### config.mk
export PLATFORM = sky130hd
export DESIGN_NAME = cpu_ctrl
export DESIGN_NICKNAME = d
export VERILOG_FILES = /design/src/rtl/cpu_ops_pkg.sv /design/src/rtl/cpu_regs_pkg.sv /design/src/rtl/cpu_ctrl.sv /design/src/rtl/ctrl_seq.sv /design/src/rtl/exec_decode.sv /design/src/rtl/first_byte_decode.sv
export SDC_FILE = /design/constraint.sdc
export NUM_CORES = 1
export LEC_CHECK = 0
export ABC_AREA = 1
export BUFFER_PORTS_ARGS = -buffer_cell sky130_fd_sc_hd__buf_2
export CAP_MARGIN = 15
export CORE_UTILIZATION = 34
export DETAILED_ROUTE_END_ITERATION = 8
export SYNTH_ARGS = -nofsm -noshare
export SYNTH_HDL_FRONTEND = slang
export SYNTH_SLANG_ARGS = --single-unit
### constraint.sdc
create_clock -name clk -period 2.6 [get_ports clk]
set_clock_uncertainty 0.15 [all_clocks]
set_input_delay 0.13 -clock clk [delete_from_list [all_inputs] [get_ports clk]]
set_output_delay 0.13 -clock clk [all_outputs]
set_load 0.05 [all_outputs]
### src/rtl/cpu_ops_pkg.sv
// operation encodings shared by the decoders, the sequencer and the testbench
// covers ALU commands, sequencer phases and first-byte instruction classes
package cpu_ops_pkg;

    localparam int OP_BYTES = 4;   // opcode window width in bytes
    localparam int IMM_W    = 32;  // ALU immediate width

    // command sent to the ALU with each register or flag write
    typedef enum logic [5:0] {
        ALU_NOP  = 6'd0,
        ALU_MOVE = 6'd1,
        ALU_CCF  = 6'd2,
        ALU_ADD  = 6'd3,
        ALU_ADC  = 6'd4,
        ALU_SUB  = 6'd5,
        ALU_SBC  = 6'd6,
        ALU_AND  = 6'd7,
        ALU_XOR  = 6'd8,
        ALU_OR   = 6'd9,
        ALU_CP   = 6'd10,
        ALU_CPL  = 6'd11,
        ALU_NEG  = 6'd12
    } alu_op_t;

    typedef enum logic [1:0] {
        FETCH    = 2'd0,  // decode first byte
        EXEC     = 2'd1,  // second byte of a prefixed op
        FILL_IMM = 2'd2   // upper immediate bytes
    } phase_t;

    // what the byte at the head of the window starts
    typedef enum logic [3:0] {
        CLS_NOP      = 4'd0,
        CLS_INCF     = 4'd1,
        CLS_DECF     = 4'd2,
        CLS_CCF      = 4'd3,
        CLS_LDF      = 4'd4,
        CLS_LD_IMM   = 4'd5,
        CLS_JP_IMM   = 4'd6,
        CLS_PREFIX_R = 4'd7,  // 11zz_1rrr
        CLS_PREFIX_X = 4'd8,  // C7/D7/E7 plus register byte
        CLS_UNKNOWN  = 4'd15
    } op_class_t;

endpackage

### src/rtl/cpu_regs_pkg.sv
// register-file naming: operand size, write masks, register codes
// expand_reg turns a 3-bit short register into a full register-file address
package cpu_regs_pkg;

    typedef enum logic [1:0] {
        SZ_BYTE = 2'd0,
        SZ_WORD = 2'd1,
        SZ_LONG = 2'd2,
        SZ_JP24 = 2'd3   // 24-bit jump target, never a register size
    } size_t;

    typedef logic [2:0] we_mask_t;   // one-hot, byte/word/long
    typedef logic [7:0] reg_code_t;

    function automatic we_mask_t size_mask(input size_t sz);
        case (sz)
            SZ_BYTE: return 3'b001;
            SZ_WORD: return 3'b010;
            default: return 3'b100;
        endcase
    endfunction

    // short codes map into the current bank at E0..FF
    function automatic reg_code_t expand_reg(input logic [2:0] r, input size_t sz);
        if (sz == SZ_BYTE) begin
            return {4'he, r[2:1], 1'b0, ~r[0]};  // odd byte for even r
        end
        if (r[2]) begin
            return {4'hf, r[1:0], 2'b00};
        end
        return {4'he, r[1:0], 2'b00};
    endfunction

endpackage

### src/rtl/cpu_ctrl.sv
// control sequencer top: first-byte decoder, prefix decoder and sequencer
// the fetch unit advances its window by fetched at each enabled edge
`timescale 1ns/100ps

module cpu_ctrl (
    input  logic                                clk,
    input  logic                                rst,
    input  logic                                cen,
    input  logic [cpu_ops_pkg::OP_BYTES*8-1:0]  op,
    input  logic                                op_ok,
    output logic [1:0]                          fetched,
    output logic                                pc_we,
    output logic                                rfp_we,
    output logic                                inc_rfp,
    output logic                                dec_rfp,
    output logic                                flag_we,
    output cpu_ops_pkg::alu_op_t                alu_op,
    output logic [cpu_ops_pkg::IMM_W-1:0]       alu_imm,
    output logic                                alu_smux,
    output logic                                alu_wait,
    output cpu_regs_pkg::we_mask_t              regs_we,
    output cpu_regs_pkg::reg_code_t             regs_dst,
    output cpu_regs_pkg::reg_code_t             regs_src
);
    cpu_ops_pkg::op_class_t   fd_class;
    cpu_regs_pkg::size_t      fd_size, latched_size;
    cpu_regs_pkg::reg_code_t  fd_reg, prefix_reg, ex_src, ex_dst;
    logic [7:0]               fd_imm;
    logic [1:0]               fd_len;
    cpu_ops_pkg::alu_op_t     ex_alu_op;
    cpu_regs_pkg::we_mask_t   ex_we;
    logic                     ex_use_imm3, ex_sets_flags, ex_legal;

    first_byte_decode first_byte_decode_inst (
        .op       (op[15:0]),
        .op_class (fd_class),
        .size     (fd_size),
        .reg_code (fd_reg),
        .byte_imm (fd_imm),
        .length   (fd_len)
    );

    exec_decode exec_decode_inst (
        .op         (op[7:0]),
        .size       (latched_size),
        .prefix_reg (prefix_reg),
        .alu_op     (ex_alu_op),
        .src        (ex_src),
        .dst        (ex_dst),
        .we         (ex_we),
        .use_imm3   (ex_use_imm3),
        .sets_flags (ex_sets_flags),
        .legal      (ex_legal)
    );

    ctrl_seq ctrl_seq_inst (
        .clk           (clk),
        .rst           (rst),
        .cen           (cen),
        .op_ok         (op_ok),
        .op            (op),
        .fd_class      (fd_class),
        .fd_size       (fd_size),
        .fd_reg        (fd_reg),
        .fd_imm        (fd_imm),
        .fd_len        (fd_len),
        .ex_alu_op     (ex_alu_op),
        .ex_src        (ex_src),
        .ex_dst        (ex_dst),
        .ex_we         (ex_we),
        .ex_use_imm3   (ex_use_imm3),
        .ex_sets_flags (ex_sets_flags),
        .ex_legal      (ex_legal),
        .fetched       (fetched),
        .latched_size  (latched_size),
        .prefix_reg    (prefix_reg),
        .pc_we         (pc_we),
        .rfp_we        (rfp_we),
        .inc_rfp       (inc_rfp),
        .dec_rfp       (dec_rfp),
        .flag_we       (flag_we),
        .alu_op        (alu_op),
        .alu_imm       (alu_imm),
        .alu_smux      (alu_smux),
        .alu_wait      (alu_wait),
        .regs_we       (regs_we),
        .regs_dst      (regs_dst),
        .regs_src      (regs_src)
    );

endmodule

### src/rtl/ctrl_seq.sv
// instruction sequencer: phase FSM, window consumption and registered commands
// strobes last one enabled cycle, other commands hold until replaced
`timescale 1ns/100ps

module ctrl_seq (
    input  logic                                clk,
    input  logic                                rst,
    input  logic                                cen,
    input  logic                                op_ok,
    input  logic [cpu_ops_pkg::OP_BYTES*8-1:0]  op,
    input  cpu_ops_pkg::op_class_t              fd_class,
    input  cpu_regs_pkg::size_t                 fd_size,
    input  cpu_regs_pkg::reg_code_t             fd_reg,
    input  logic [7:0]                          fd_imm,
    input  logic [1:0]                          fd_len,
    input  cpu_ops_pkg::alu_op_t                ex_alu_op,
    input  cpu_regs_pkg::reg_code_t             ex_src,
    input  cpu_regs_pkg::reg_code_t             ex_dst,
    input  cpu_regs_pkg::we_mask_t              ex_we,
    input  logic                                ex_use_imm3,
    input  logic                                ex_sets_flags,
    input  logic                                ex_legal,
    output logic [1:0]                          fetched,
    output cpu_regs_pkg::size_t                 latched_size,
    output cpu_regs_pkg::reg_code_t             prefix_reg,
    output logic                                pc_we,
    output logic                                rfp_we,
    output logic                                inc_rfp,
    output logic                                dec_rfp,
    output logic                                flag_we,
    output cpu_ops_pkg::alu_op_t                alu_op,
    output logic [cpu_ops_pkg::IMM_W-1:0]       alu_imm,
    output logic                                alu_smux,
    output logic                                alu_wait,
    output cpu_regs_pkg::we_mask_t              regs_we,
    output cpu_regs_pkg::reg_code_t             regs_dst,
    output cpu_regs_pkg::reg_code_t             regs_src
);
    import cpu_ops_pkg::*;
    import cpu_regs_pkg::*;

    phase_t          phase, nx_phase;
    logic            settle;            // window refilling after a fetch
    we_mask_t        keep_we, nx_keep_we, nx_regs_we;
    logic            keep_pc_we, nx_keep_pc_we;
    logic            nx_pc_we, nx_rfp_we, nx_inc, nx_dec, nx_flag_we;
    alu_op_t         nx_alu_op;
    logic [IMM_W-1:0] nx_imm;
    logic            nx_smux, nx_wait;
    size_t           nx_size;
    reg_code_t       nx_prefix, nx_dst, nx_src;

    always_comb begin
        fetched       = 2'd0;
        nx_phase      = phase;
        nx_keep_we    = keep_we;
        nx_keep_pc_we = keep_pc_we;
        nx_regs_we    = '0;
        nx_pc_we      = 1'b0;
        nx_rfp_we     = 1'b0;
        nx_inc        = 1'b0;
        nx_dec        = 1'b0;
        nx_flag_we    = 1'b0;
        nx_alu_op     = alu_op;
        nx_imm        = alu_imm;
        nx_smux       = alu_smux;
        nx_wait       = alu_wait;
        nx_size       = latched_size;
        nx_prefix     = prefix_reg;
        nx_dst        = regs_dst;
        nx_src        = regs_src;
        if (cen && op_ok && !settle) begin
            case (phase)
                FETCH: begin
                    fetched       = fd_len;
                    nx_alu_op     = ALU_NOP;
                    nx_smux       = 1'b0;
                    nx_wait       = 1'b0;
                    nx_keep_we    = '0;
                    nx_keep_pc_we = 1'b0;
                    case (fd_class)
                        CLS_INCF: nx_inc = 1'b1;
                        CLS_DECF: nx_dec = 1'b1;
                        CLS_CCF: begin
                            nx_flag_we = 1'b1;
                            nx_alu_op  = ALU_CCF;
                        end
                        CLS_LDF: begin
                            nx_rfp_we = 1'b1;
                            nx_imm    = IMM_W'(fd_imm);
                        end
                        CLS_LD_IMM: begin
                            nx_dst    = fd_reg;
                            nx_imm    = IMM_W'(fd_imm);
                            nx_alu_op = ALU_MOVE;
                            nx_smux   = 1'b1;
                            nx_size   = fd_size;
                            if (fd_size == SZ_BYTE) begin
                                nx_regs_we = size_mask(fd_size);
                            end else begin
                                nx_phase   = FILL_IMM;   // upper bytes follow
                                nx_wait    = 1'b1;
                                nx_keep_we = size_mask(fd_size);
                            end
                        end
                        CLS_JP_IMM: begin
                            nx_imm        = IMM_W'(fd_imm);
                            nx_size       = fd_size;
                            nx_phase      = FILL_IMM;
                            nx_keep_pc_we = 1'b1;
                        end
                        CLS_PREFIX_R,
                        CLS_PREFIX_X: begin
                            nx_size   = fd_size;
                            nx_prefix = fd_reg;
                            nx_phase  = EXEC;
                        end
                        default: ;   // NOP and unknown bytes
                    endcase
                end
                EXEC: begin
                    fetched    = 2'd1;
                    nx_phase   = FETCH;
                    nx_alu_op  = ex_alu_op;
                    nx_regs_we = ex_we;
                    nx_flag_we = ex_sets_flags;
                    if (ex_legal) begin
                        nx_src  = ex_src;
                        nx_dst  = ex_dst;
                        nx_smux = ex_use_imm3;
                        if (ex_use_imm3) begin
                            nx_imm = IMM_W'(op[2:0]);
                        end
                    end
                end
                FILL_IMM: begin
                    nx_phase   = FETCH;
                    nx_wait    = 1'b0;
                    nx_regs_we = keep_we;
                    nx_pc_we   = keep_pc_we;
                    case (latched_size)
                        SZ_WORD: begin
                            nx_imm = {16'd0, op[7:0], alu_imm[7:0]};
                            fetched = 2'd1;
                        end
                        SZ_LONG: begin
                            nx_imm = {op[23:0], alu_imm[7:0]};
                            fetched = 2'd3;
                        end
                        SZ_JP24: begin
                            nx_imm = {8'd0, op[15:0], alu_imm[7:0]};
                            fetched = 2'd2;
                        end
                        default: ;
                    endcase
                end
                default: nx_phase = FETCH;
            endcase
        end
    end

    always_ff @(posedge clk, posedge rst) begin
        if (rst) begin
            phase      <= FETCH;
            settle     <= 1'b0;
            keep_we    <= '0;
            keep_pc_we <= 1'b0;
            regs_we    <= '0;
            pc_we      <= 1'b0;
            rfp_we     <= 1'b0;
            inc_rfp    <= 1'b0;
            dec_rfp    <= 1'b0;
            flag_we    <= 1'b0;
            alu_op     <= ALU_NOP;
            alu_imm    <= '0;
            alu_smux   <= 1'b0;
            alu_wait   <= 1'b0;
        end else if (cen) begin
            phase      <= nx_phase;
            settle     <= fetched != 2'd0;
            keep_we    <= nx_keep_we;
            keep_pc_we <= nx_keep_pc_we;
            regs_we    <= nx_regs_we;
            pc_we      <= nx_pc_we;
            rfp_we     <= nx_rfp_we;
            inc_rfp    <= nx_inc;
            dec_rfp    <= nx_dec;
            flag_we    <= nx_flag_we;
            alu_op     <= nx_alu_op;
            alu_imm    <= nx_imm;
            alu_smux   <= nx_smux;
            alu_wait   <= nx_wait;
        end
    end

    // operand size and register codes for the phase that follows
    always_ff @(posedge clk) begin
        if (cen) begin
            latched_size <= nx_size;
            prefix_reg   <= nx_prefix;
            regs_dst     <= nx_dst;
            regs_src     <= nx_src;
        end
    end

endmodule

### src/rtl/exec_decode.sv
// decodes the byte after a register prefix
// prefix_reg is r, the short code in the byte is R
`timescale 1ns/100ps

module exec_decode (
    input  logic [7:0]               op,
    input  cpu_regs_pkg::size_t      size,
    input  cpu_regs_pkg::reg_code_t  prefix_reg,
    output cpu_ops_pkg::alu_op_t     alu_op,
    output cpu_regs_pkg::reg_code_t  src,
    output cpu_regs_pkg::reg_code_t  dst,
    output cpu_regs_pkg::we_mask_t   we,
    output logic                     use_imm3,
    output logic                     sets_flags,
    output logic                     legal
);
    import cpu_ops_pkg::*;
    import cpu_regs_pkg::*;

    reg_code_t short_reg;
    we_mask_t  mask;

    assign short_reg = expand_reg(op[2:0], size);
    assign mask      = size_mask(size);

    always_comb begin
        alu_op     = ALU_NOP;
        src        = prefix_reg;
        dst        = prefix_reg;
        we         = '0;
        use_imm3   = 1'b0;
        sets_flags = 1'b0;
        legal      = 1'b1;
        casez (op)
            8'b1000_1???: begin   // LD R,r
                alu_op = ALU_MOVE;
                dst    = short_reg;
                we     = mask;
            end
            8'b1001_1???: begin   // LD r,R
                alu_op = ALU_MOVE;
                src    = short_reg;
                we     = mask;
            end
            8'b1010_1???: begin   // LD r,#3
                alu_op   = ALU_MOVE;
                use_imm3 = 1'b1;
                we       = mask;
            end
            8'b1101_1???: begin   // CP r,#3
                alu_op     = ALU_CP;
                use_imm3   = 1'b1;
                sets_flags = 1'b1;
            end
            8'h06: begin
                alu_op = ALU_CPL;
                we     = mask;
            end
            8'h07: begin
                alu_op = ALU_NEG;
                we     = mask;
            end
            8'b1???_0???: begin   // two-register ALU, R op r
                dst = short_reg;
                case (op[6:4])
                    3'd0: alu_op = ALU_ADD;
                    3'd1: alu_op = ALU_ADC;
                    3'd2: alu_op = ALU_SUB;
                    3'd3: alu_op = ALU_SBC;
                    3'd4: alu_op = ALU_AND;
                    3'd5: alu_op = ALU_XOR;
                    3'd6: alu_op = ALU_OR;
                    default: alu_op = ALU_CP;
                endcase
                if (op[6:4] == 3'd7) begin
                    sets_flags = 1'b1;   // compare leaves R untouched
                end else begin
                    we = mask;
                end
            end
            default: begin
                legal = 1'b0;
            end
        endcase
    end

endmodule

### src/rtl/first_byte_decode.sv
// classifies the opcode byte at the head of the window
// gives the size, register and first-phase byte count to the sequencer
`timescale 1ns/100ps

module first_byte_decode (
    input  logic [15:0]              op,
    output cpu_ops_pkg::op_class_t   op_class,
    output cpu_regs_pkg::size_t      size,
    output cpu_regs_pkg::reg_code_t  reg_code,
    output logic [7:0]               byte_imm,
    output logic [1:0]               length
);
    import cpu_ops_pkg::*;
    import cpu_regs_pkg::*;

    logic [2:0] ld_sz;   // LD R,# size field, 2..4

    assign ld_sz    = op[6:4] - 3'd2;
    assign byte_imm = op[15:8];

    always_comb begin
        op_class = CLS_UNKNOWN;
        size     = SZ_BYTE;
        reg_code = op[15:8];
        length   = 2'd1;   // unknown bytes are skipped one at a time
        casez (op[7:0])
            8'h00: begin
                op_class = CLS_NOP;
            end
            8'h0c: begin
                op_class = CLS_INCF;
            end
            8'h0d: begin
                op_class = CLS_DECF;
            end
            8'h12: begin
                op_class = CLS_CCF;
            end
            8'h17: begin
                op_class = CLS_LDF;     // RFP value in second byte
                length   = 2'd2;
            end
            8'b0010_0???,
            8'b0011_0???,
            8'b0100_0???: begin
                op_class = CLS_LD_IMM;
                size     = size_t'(ld_sz[1:0]);
                reg_code = expand_reg(op[2:0], size_t'(ld_sz[1:0]));
                length   = 2'd2;
            end
            8'b0001_101?: begin
                op_class = CLS_JP_IMM;
                size     = op[0] ? SZ_JP24 : SZ_WORD;
                length   = 2'd2;
            end
            8'hc7,
            8'hd7,
            8'he7: begin
                op_class = CLS_PREFIX_X;   // register code is the next byte
                size     = size_t'(op[5:4]);
                length   = 2'd2;
            end
            8'b11??_1???: begin
                if (op[5:4] != 2'b11) begin
                    op_class = CLS_PREFIX_R;
                    size     = size_t'(op[5:4]);
                    reg_code = expand_reg(op[2:0], size_t'(op[5:4]));
                end
            end
            default: begin
                op_class = CLS_UNKNOWN;
            end
        endcase
    end

endmodule

==> results.yml, run 1 <==
cts:
  cts_max_level: 3
  cts_tree: "built"
  clk_pin_slew_ns: 0.06
  clock_path_buffers: 2
  postCtsSetupBuffers: 0
  clkSinkCount: 78
  cts_buffers: 9
  ctsRootBufferMaster: "clkbuf_16"
  clock_latency_ns: 0.34
sta:
  final-hold-violation-count: 0
  relSlewSlack_pct: 56.2
  fmax_ghz: 0.402
  period_share_pct: 95.7
  finalSetupViolCount: 0
  finalCriticalPeriod_ns: 2.49
  maxSlewViolCount: 0
  rsz0062_at_grt: "false"
  tightest_slew_ns: 0.658
  finalSetupTns_ns: 0
synth:
  synthSimpleGateAreaFrac_pct: 28.4
  synth_top_family_by_area: "simple AND/OR/NAND/NOR gates"
  yosysUniqueCellTypes: 47
  synth-edff-count: 26
  synthAdderAreaFrac_pct: 3.77
  synth_xor_area_share_pct: 0
  synthFlopType: "dfrtp_1"
  ys_ff_latch: 78
  synth_seq_area_share_pct: 48.3
  synthCells: 507
  synth_top_cell_area_share_pct: 30.2
  synthTopCellsByArea: "dfrtp_1 (30%), edfxtp_1 (18%), nand2_1 (12%)"
  mappedNetlistArea_sq_um: 4310
  avgSynthCellArea_sq_um: 8.50
  synthTopCellsByCount: "nand2_1 (142), dfrtp_1 (52), o21ai_0 (43), nand3_1 (42)"
  synth_top_cell_by_area: "dfrtp_1"
  synth_compound_area_share_pct: 12.1
  yosysWarnings: 0
  synth_async_sr_flop_share_pct: 66.7
  synthMuxAreaShare_pct: 0
  yosysMostFrequentCell: "nand2_1"
power:
  p_leak_nw: 2.91
  power_density_nw_per_um2: 741
  ir_worst_vdd_v: 0.000276
die:
  coreArea_sq_um: 12200
  die-area_sq_um: 13100
  ios: 102
  die_w_microns: 115
  start_util_pct: 35.5
  die_y_microns: 115
  num_rows: 40
placed_design:
  placed_area_sq_um: 5020
  hpwl_microns: 9420
  io_buffer_count: 91
  gp_congestion: 0.945
grt:
  grtUsageTotal_pct: 19.3
  grt_max_degree: 53
  antenna_found_initial: 0
  grt_overflow: 0
  grt_pass1_vias: 3794
  grt_first_pass_wirelength_microns: 19200
setup_path:
  critPathLaunchType: "input port"
  worstPathRequired_ns: 2.50
  path_cells: "dlygate4sd3_1 > buf_2 > inv_4 > nand2_4 > nor2_4 > nand3b_4 > nand2_2 > nor2_4 > nand2_8 > nand2_4 > nor2_8 > nand2_1 > nand2_1 > and2_1 > buf_12"
  r2r_setup_slack_ns: 0.54
  cp.arrival_ns: 2.39
  cpPeakStageDelay_ns: 0.53
  crit_path_start: "op[3]"
  crit_fanout: 8
  crit-reg2reg-launch: "ctrl_seq_inst.settle"
  cp_slowest_cell: "dlygate4sd3_1"
  timing.critical_path.to_type: "flop"
  path_class: "in2reg"
final_layout:
  final_area_sq_um: 5590
  finish.net_count: 684
  nFillCells: 1211
  seqCellArea_sq_um: 2080
  area_delta_synth_final_pct: 29.6
  top_register: "ctrl_seq_inst.alu_imm"
  drive_gt1_share_pct: 28.0
  multiInputGateArea_sq_um: 1940
  largest_reg_flops: 32
  diodes: 0
detailed_routing:
  viasPerCell: 4.83
  first_iter_violations: 153
  drt_drc_violations_left: 0
  finalWirelength_microns: 12100
  routedWlPerCell_microns: 15.0
  drtAntennaViolNets: 0
  first_pass_iters: 5
  via_count: 3899
hold_path:
  hold_path.class: "in2reg"
  min_from: "cen"
status:
  status: "complete, no violations"
flow_run:
  drv_cap: 0
==> worst max-delay path: cells and delay by family <==
| kind | cells | cell delay [ns] |
|---|---|---|
| simple gates | 11 | 1.27 |
| buf+inv | 4 | 0.99 |
==> placed cells by master (no fill, tap or decap), drive strengths merged, types with 2 or more instances in the layout <==
cell type,count
clkinv,6
buf,109
o22ai,2
nor3,6
nand3b,2
nand3,43
edfxtp,26
clkbuf,11
ha,13
o21ai,53
o211ai,4
a22oi,2
a32oi,2
a21oi,8
nor2,51
dfrtp,52
conb,2
o31ai,5
nand2,155
inv,52
nand4,2
dlygate4sd3,22
==> report_power, final <==
part           internal (mW)  switching (mW)  total, mW
clock                  0.805           0.518       1.32
sequential              1.41          0.0671       1.47
combinational          0.366           0.977       1.34
==> layout make-up <==
class / instances / area share, %
inverter: 53 / 3.65
sequential: 78 / 37.3
clock inverter: 6 / 1.19
clock buffer: 10 / 4.48
multi-input combinational: 361 / 34.8
tap: 168 / 3.76
timing repair buffer: 132 / 14.9
==> layer usage <==
metal / share of wire, % / global-route usage (%) / vias to the layer above
met5: 0 / 0 / -
met3: 4.9 / 3.71 / 11
met2: 47 / 31.5 / 97
met4: 1.0 / 6.58 / 0
met1: 48 / 25.6 / 1860
li1: - / - / 1931
==> through the flow <==
step,worst slack (ns),instances,utilization [%],total power [mW],hold WS (ns)
floorplan,0.379,508,-,2.43,0.118
global placement,0.0843,770,41.3,2.79,0.198
detailed placement,0.0566,770,41.3,2.80,0.207
CTS,0.118,808,45.7,4.16,0.0428
global route,0.00492,808,46.0,4.33,0.0769
finish,0.112,808,46.0,4.14,0.0579
==> final timing paths <==
check,to,depth (start not counted)
setup / recovery,ctrl_seq_inst.regs_dst[2],15
hold / removal,ctrl_seq_inst.settle,4
setup reg to reg,ctrl_seq_inst.alu_imm[20],8
hold reg to reg,ctrl_seq_inst.alu_imm[31],2
max in group asynchronous,ctrl_seq_inst.alu_op[3],4
min in group asynchronous,ctrl_seq_inst.alu_imm[27],4
==> timing repair <==
item                                    4_1_cts  5_1_grt
resized for setup                             0        8
hold buffers                                 22        0
endpoints found under the hold margin        81        0
endpoints found under the setup margin        0       26
==> cells by family after synthesis <==
logic type / count (synthesis)
simple gates: 263
buf+inv: 69
compound gates: 83
fa+ha+maj: 13
flops: 78
other cells: 1
No activity file was read; power rests on OpenSTA's default activity.
==> inputs of run 2 (changes only) <==
clock period = 2.8 ns   (was 2.6 ns; I/O delays follow)
==> results.yml, run 2 (synthesis results as in run 1) <==
cts:
  clk_pin_slew_ns: 0.06
  cts_max_level: 3
  cts_tree: "built"
  clkSinkCount: 78
  clock_path_buffers: 2
  ctsRootBufferMaster: "clkbuf_16"
  clock_latency_ns: 0.34
  postCtsSetupBuffers: 0
  cts_buffers: 9
sta:
  finalSetupViolCount: 0
  relSlewSlack_pct: 43.6
  final-hold-violation-count: 0
  rsz0062_at_grt: "false"
  finalCriticalPeriod_ns: 2.64
  maxSlewViolCount: 0
  period_share_pct: 94.4
  tightest_slew_ns: 0.845
  fmax_ghz: 0.378
  finalSetupTns_ns: 0
placed_design:
  placed_area_sq_um: 4990
  io_buffer_count: 91
  hpwl_microns: 9300
  place_inst: 764
  gp_congestion: 0.933
setup_path:
  cp.arrival_ns: 2.55
  cpLargestDelayFamily: "simple AND/OR/NAND/NOR gates"
  crit_fanout: 8
  path_buf_inv: 5
  timing.critical_path.to_type: "flop"
  path_cells: "dlygate4sd3_1 > clkbuf_4 > inv_1 > ha_2 > inv_2 > nor2_4 > nand2_1 > nand3_2 > nor2_4 > nand2_8 > nand2_4 > nor2_8 > nand2_1 > nand2_1 > and2_1 > buf_12"
  rr_worst_depth: 6
  cpMostUsedCell: "nand2_1"
  cp_num_cells: 16
  cpPeakStageDelay_ns: 0.53
  cp_slowest_cell: "dlygate4sd3_1"
  path_class: "in2reg"
  critPathLaunchType: "input port"
  worstPathRequired_ns: 2.71
grt:
  antenna_found_initial: 0
  grtUsageTotal_pct: 19.9
  grt_overflow: 0
  grt_first_pass_wirelength_microns: 20000
  grt_max_degree: 42
  grt_pass1_vias: 3958
power:
  ir_worst_vdd_v: 0.000393
  power.switching_mw: 1.44
  pwr-share-seq_pct: 35.4
  combPwrFrac_pct: 31.8
  p_leak_nw: 2.87
  p_int_mw: 2.42
  p_sw_share_pct: 37.4
  pwr-share-clk_pct: 32.8
  power_density_nw_per_um2: 692
  power_mw: 3.86
die:
  start_util_pct: 35.5
  coreArea_sq_um: 12200
  die_w_microns: 115
  ios: 102
  die_y_microns: 115
  die-area_sq_um: 13100
  num_rows: 40
final_layout:
  postLayoutCoreUtil_pct: 45.9
  area_delta_synth_final_pct: 29.4
  drive_gt1_share_pct: 27.0
  layout_commonest_cell: "nand2_1"
  diodes: 0
  final_cell_mix: "nand2_1 (141), buf_2 (89), dfrtp_1 (52), o21ai_0 (43), nand3_1 (42)"
  largest_reg_flops: 32
  final_area_sq_um: 5580
  top_register: "ctrl_seq_inst.alu_imm"
  finish.net_count: 681
  instances_no_fill: 805
flow_run:
  drv_cap: 0
detailed_routing:
  highest_layer: "met4"
  first_pass_iters: 5
  finalWirelength_microns: 12100
  wl_met2_microns: 5660
  viasPerCell: 4.82
  drtAntennaViolNets: 0
  drt_drc_violations_left: 0
  first_iter_violations: 285
  via_count: 3882
  routedWlPerCell_microns: 15.0
  drt-met1-wl_microns: 5460
  wl_met3_microns: 799
hold_path:
  holdPathStages: 4
  hold_path.class: "in2reg"
status:
  status: "complete, no violations"
## run 2: metrics by stage
| step | hold WS [ns] | setup slack, ns |
|---|---|---|
| final | 0.0677 | 0.156 |
| after CTS | 0.0559 | 0.0516 |
| after detailed placement | 0.220 | 0.223 |
| after global placement | 0.214 | 0.297 |
| after global routing | 0.121 | 0.00626 |
| after floorplan | 0.128 | 0.579 |
## run 2: layout make-up
class | instances | area [sq um]
well taps | 168 | 210
fillers | 1212 | 6580
flip-flops and latches | 78 | 2080
inverters | 53 | 208
repair buffers | 129 | 833
clock buffers | 11 | 233
clock inverters | 5 | 82.6
multi-input cells | 361 | 1930
## run 2: per-layer routing
layer	up-vias	track usage, %
li1	1918	-
met1	1819	26.4
met2	130	32.2
met3	15	4.08
met4	0	6.84
met5	-	0
## run 2: worst paths after layout
check                                    startpoint                       endpoint  slack [ns]
max                                           op[5]      ctrl_seq_inst.regs_dst[1]        0.16
min                                             cen          ctrl_seq_inst.inc_rfp        0.07
max reg2reg                  ctrl_seq_inst.phase[0]  ctrl_seq_inst.latched_size[1]        0.40
min reg2reg                ctrl_seq_inst.alu_imm[4]       ctrl_seq_inst.alu_imm[4]        0.33
max in group asynchronous                       rst       ctrl_seq_inst.alu_imm[1]        1.48
min in group asynchronous                       rst      ctrl_seq_inst.alu_imm[27]        0.39
## run 2: power by group through the flow
stage	clock network, mW	logic [mW]	registers, mW
after floorplan	0	0.531	1.73
after global placement	0	1.18	1.39
after detailed placement	0	1.20	1.39
after CTS	1.29	1.23	1.37
after global routing	1.34	1.33	1.38
final	1.27	1.23	1.37
## run 2: what timing repair did
action	in CTS	in global routing
endpoints found under the hold margin	71	0
hold buffers	25	0
gates resized for setup	0	8
setup endpoints to repair	0	53
## run 2: worst reg2reg max path, stage by stage, from the launching register on
cell     delay, ns
dfrtp_1       0.41
inv_1         0.10
ha_1          0.38
inv_1         0.19
nor2_1        0.41
inv_1         0.24
nor2_1        0.23
==> inputs of run 3 (changes only) <==
MAX_ROUTING_LAYER = met4   (was unset)
REMOVE_ABC_BUFFERS = 1   (was unset)
==> results.yml, run 3 (synthesis results as in run 1) <==
sta:
  timing.hold.ws_ns: 0.0183
  maxSlewViolCount: 0
  finalCriticalPeriod_ns: 2.49
  period_share_pct: 88.9
  rsz0062_at_grt: "false"
  fmax_ghz: 0.402
  final-hold-violation-count: 0
  finalSetupTns_ns: 0
  finalSetupViolCount: 0
cts:
  ctsResizeCount: 0
  clkSinkCount: 78
  clk_pin_slew_ns: 0.06
  cts_tree: "built"
  clock_latency_ns: 0.34
  holdBufCountCts: 22
  cts_buffers: 9
  clock_path_buffers: 2
  ctsRootBufferMaster: "clkbuf_16"
  cts_max_level: 3
  postCtsSetupBuffers: 0
grt:
  grt_pass1_vias: 3831
  grt_first_pass_wirelength_microns: 20000
  grt_overflow: 0
  antenna_found_initial: 0
  grt_max_degree: 33
  grtUsageTotal_pct: 20.7
final_layout:
  final_cell_mix: "nand2_1 (142), buf_2 (91), dfrtp_1 (52), o21ai_0 (43), nand3_1 (42)"
  nFillCells: 1176
  top_register: "ctrl_seq_inst.alu_imm"
  largest_reg_flops: 32
  layout_commonest_cell: "nand2_1"
  drive_gt1_share_pct: 26.7
  diodes: 0
  instances_no_fill: 802
  finish.net_count: 678
  area_delta_synth_final_pct: 28.0
  final_area_sq_um: 5520
  postLayoutCoreUtil_pct: 45.4
power:
  power_density_nw_per_um2: 696
  ir_worst_vdd_v: 0.000332
  p_leak_nw: 2.86
setup_path:
  path_class: "in2reg"
  crit_fanout: 8
  timing.critical_path.to_type: "flop"
  critPathLaunchType: "input port"
  cp.arrival_ns: 2.35
  worstPathRequired_ns: 2.66
detailed_routing:
  via_count: 3857
  drtAntennaViolNets: 0
  finalWirelength_microns: 12300
  drt_drc_violations_left: 0
  routedWlPerCell_microns: 15.4
  first_pass_iters: 4
  first_iter_violations: 249
  viasPerCell: 4.81
placed_design:
  place_inst: 764
  io_buffer_count: 91
  placed_area_sq_um: 4980
  hpwl_microns: 9470
  gp_congestion: 0.914
status:
  status: "complete, no violations"
die:
  die_y_microns: 115
  die-area_sq_um: 13100
  start_util_pct: 35.5
  ios: 102
  coreArea_sq_um: 12200
  num_rows: 40
  die_w_microns: 115
hold_path:
  hold_path.class: "in2reg"
flow_run:
  drv_cap: 0
-- run 3: cell types whose count changed in the layout (fill, tap and decap cells not counted), sizes merged --
cell / change
buf: +2
bufinv: -1
clkbuf: -1
clkinvlp: -1
dlygate4sd3: -3
inv: +1
-- run 3: path summary, 6_finish.rpt --
check | to | depth (start not counted) | slack, ns | startpoint
min in group asynchronous | ctrl_seq_inst.alu_imm[28] | 3 | 0.19 | rst
hold reg to reg | ctrl_seq_inst.alu_imm[20] | 2 | 0.33 | ctrl_seq_inst.alu_imm[20]
hold / removal | ctrl_seq_inst.alu_imm[9] | 3 | 0.02 | op[1]
max in group asynchronous | ctrl_seq_inst.alu_op[1] | 4 | 1.50 | rst
setup / recovery | ctrl_seq_inst.prefix_reg[7] | 15 | 0.31 | op[3]
setup reg to reg | ctrl_seq_inst.prefix_reg[7] | 6 | 0.49 | ctrl_seq_inst.phase[0]
-- run 3: through the flow --
step / setup WS, ns / power [mW]
6_report: 0.311 / 3.84
5_1_grt: 0.0342 / 4.02
4_1_cts: 0.311 / 3.87
3_5_place_dp: 0.199 / 2.59
3_3_place_gp: 0.243 / 2.58
2_1_floorplan: 0.477 / 2.23
-- run 3: cell type report --
| class | instances | area (sq um) | share of cell area (%) |
|---|---|---|---|
| repair buffers | 126 | 786 | 14.2 |
| flip-flops and latches | 78 | 2080 | 37.7 |
| clock buffers | 12 | 268 | 4.85 |
| multi-input cells | 361 | 1920 | 34.7 |
| clock inverters | 4 | 52.6 | 0.952 |
| well taps | 168 | 210 | 3.81 |
| inverters | 53 | 204 | 3.70 |
-- run 3: layer usage --
metal / track usage, % / up-vias / routed length (microns)
li1: - / 1905 / -
met1: 27.2 / 1825 / 5780
met2: 31.5 / 110 / 5650
met3: 3.81 / 17 / 600
met4: 8.23 / 0 / 290
met5: - / - / 0
-- run 3: power breakdown --
group | total, mW | switching (mW) | internal (mW)
Combinational | 1.23 | 0.908 | 0.322
Sequential | 1.37 | 0.0616 | 1.31
Clock | 1.24 | 0.471 | 0.772
Total | 3.84 | 1.44 | 2.40
-- run 3: critical path: stages --
cell	delay, ns
dlygate4sd3_1	0.53
buf_2	0.19
inv_4	0.13
nand2_4	0.07
nor2_4	0.16
nand3b_4	0.13
nand2_2	0.12
nor2_4	0.06
nand2_8	0.08
nand2_4	0.07
nor2_8	0.10
nand2_1	0.09
nand2_1	0.09
nand2_1	0.10
inv_1	0.29
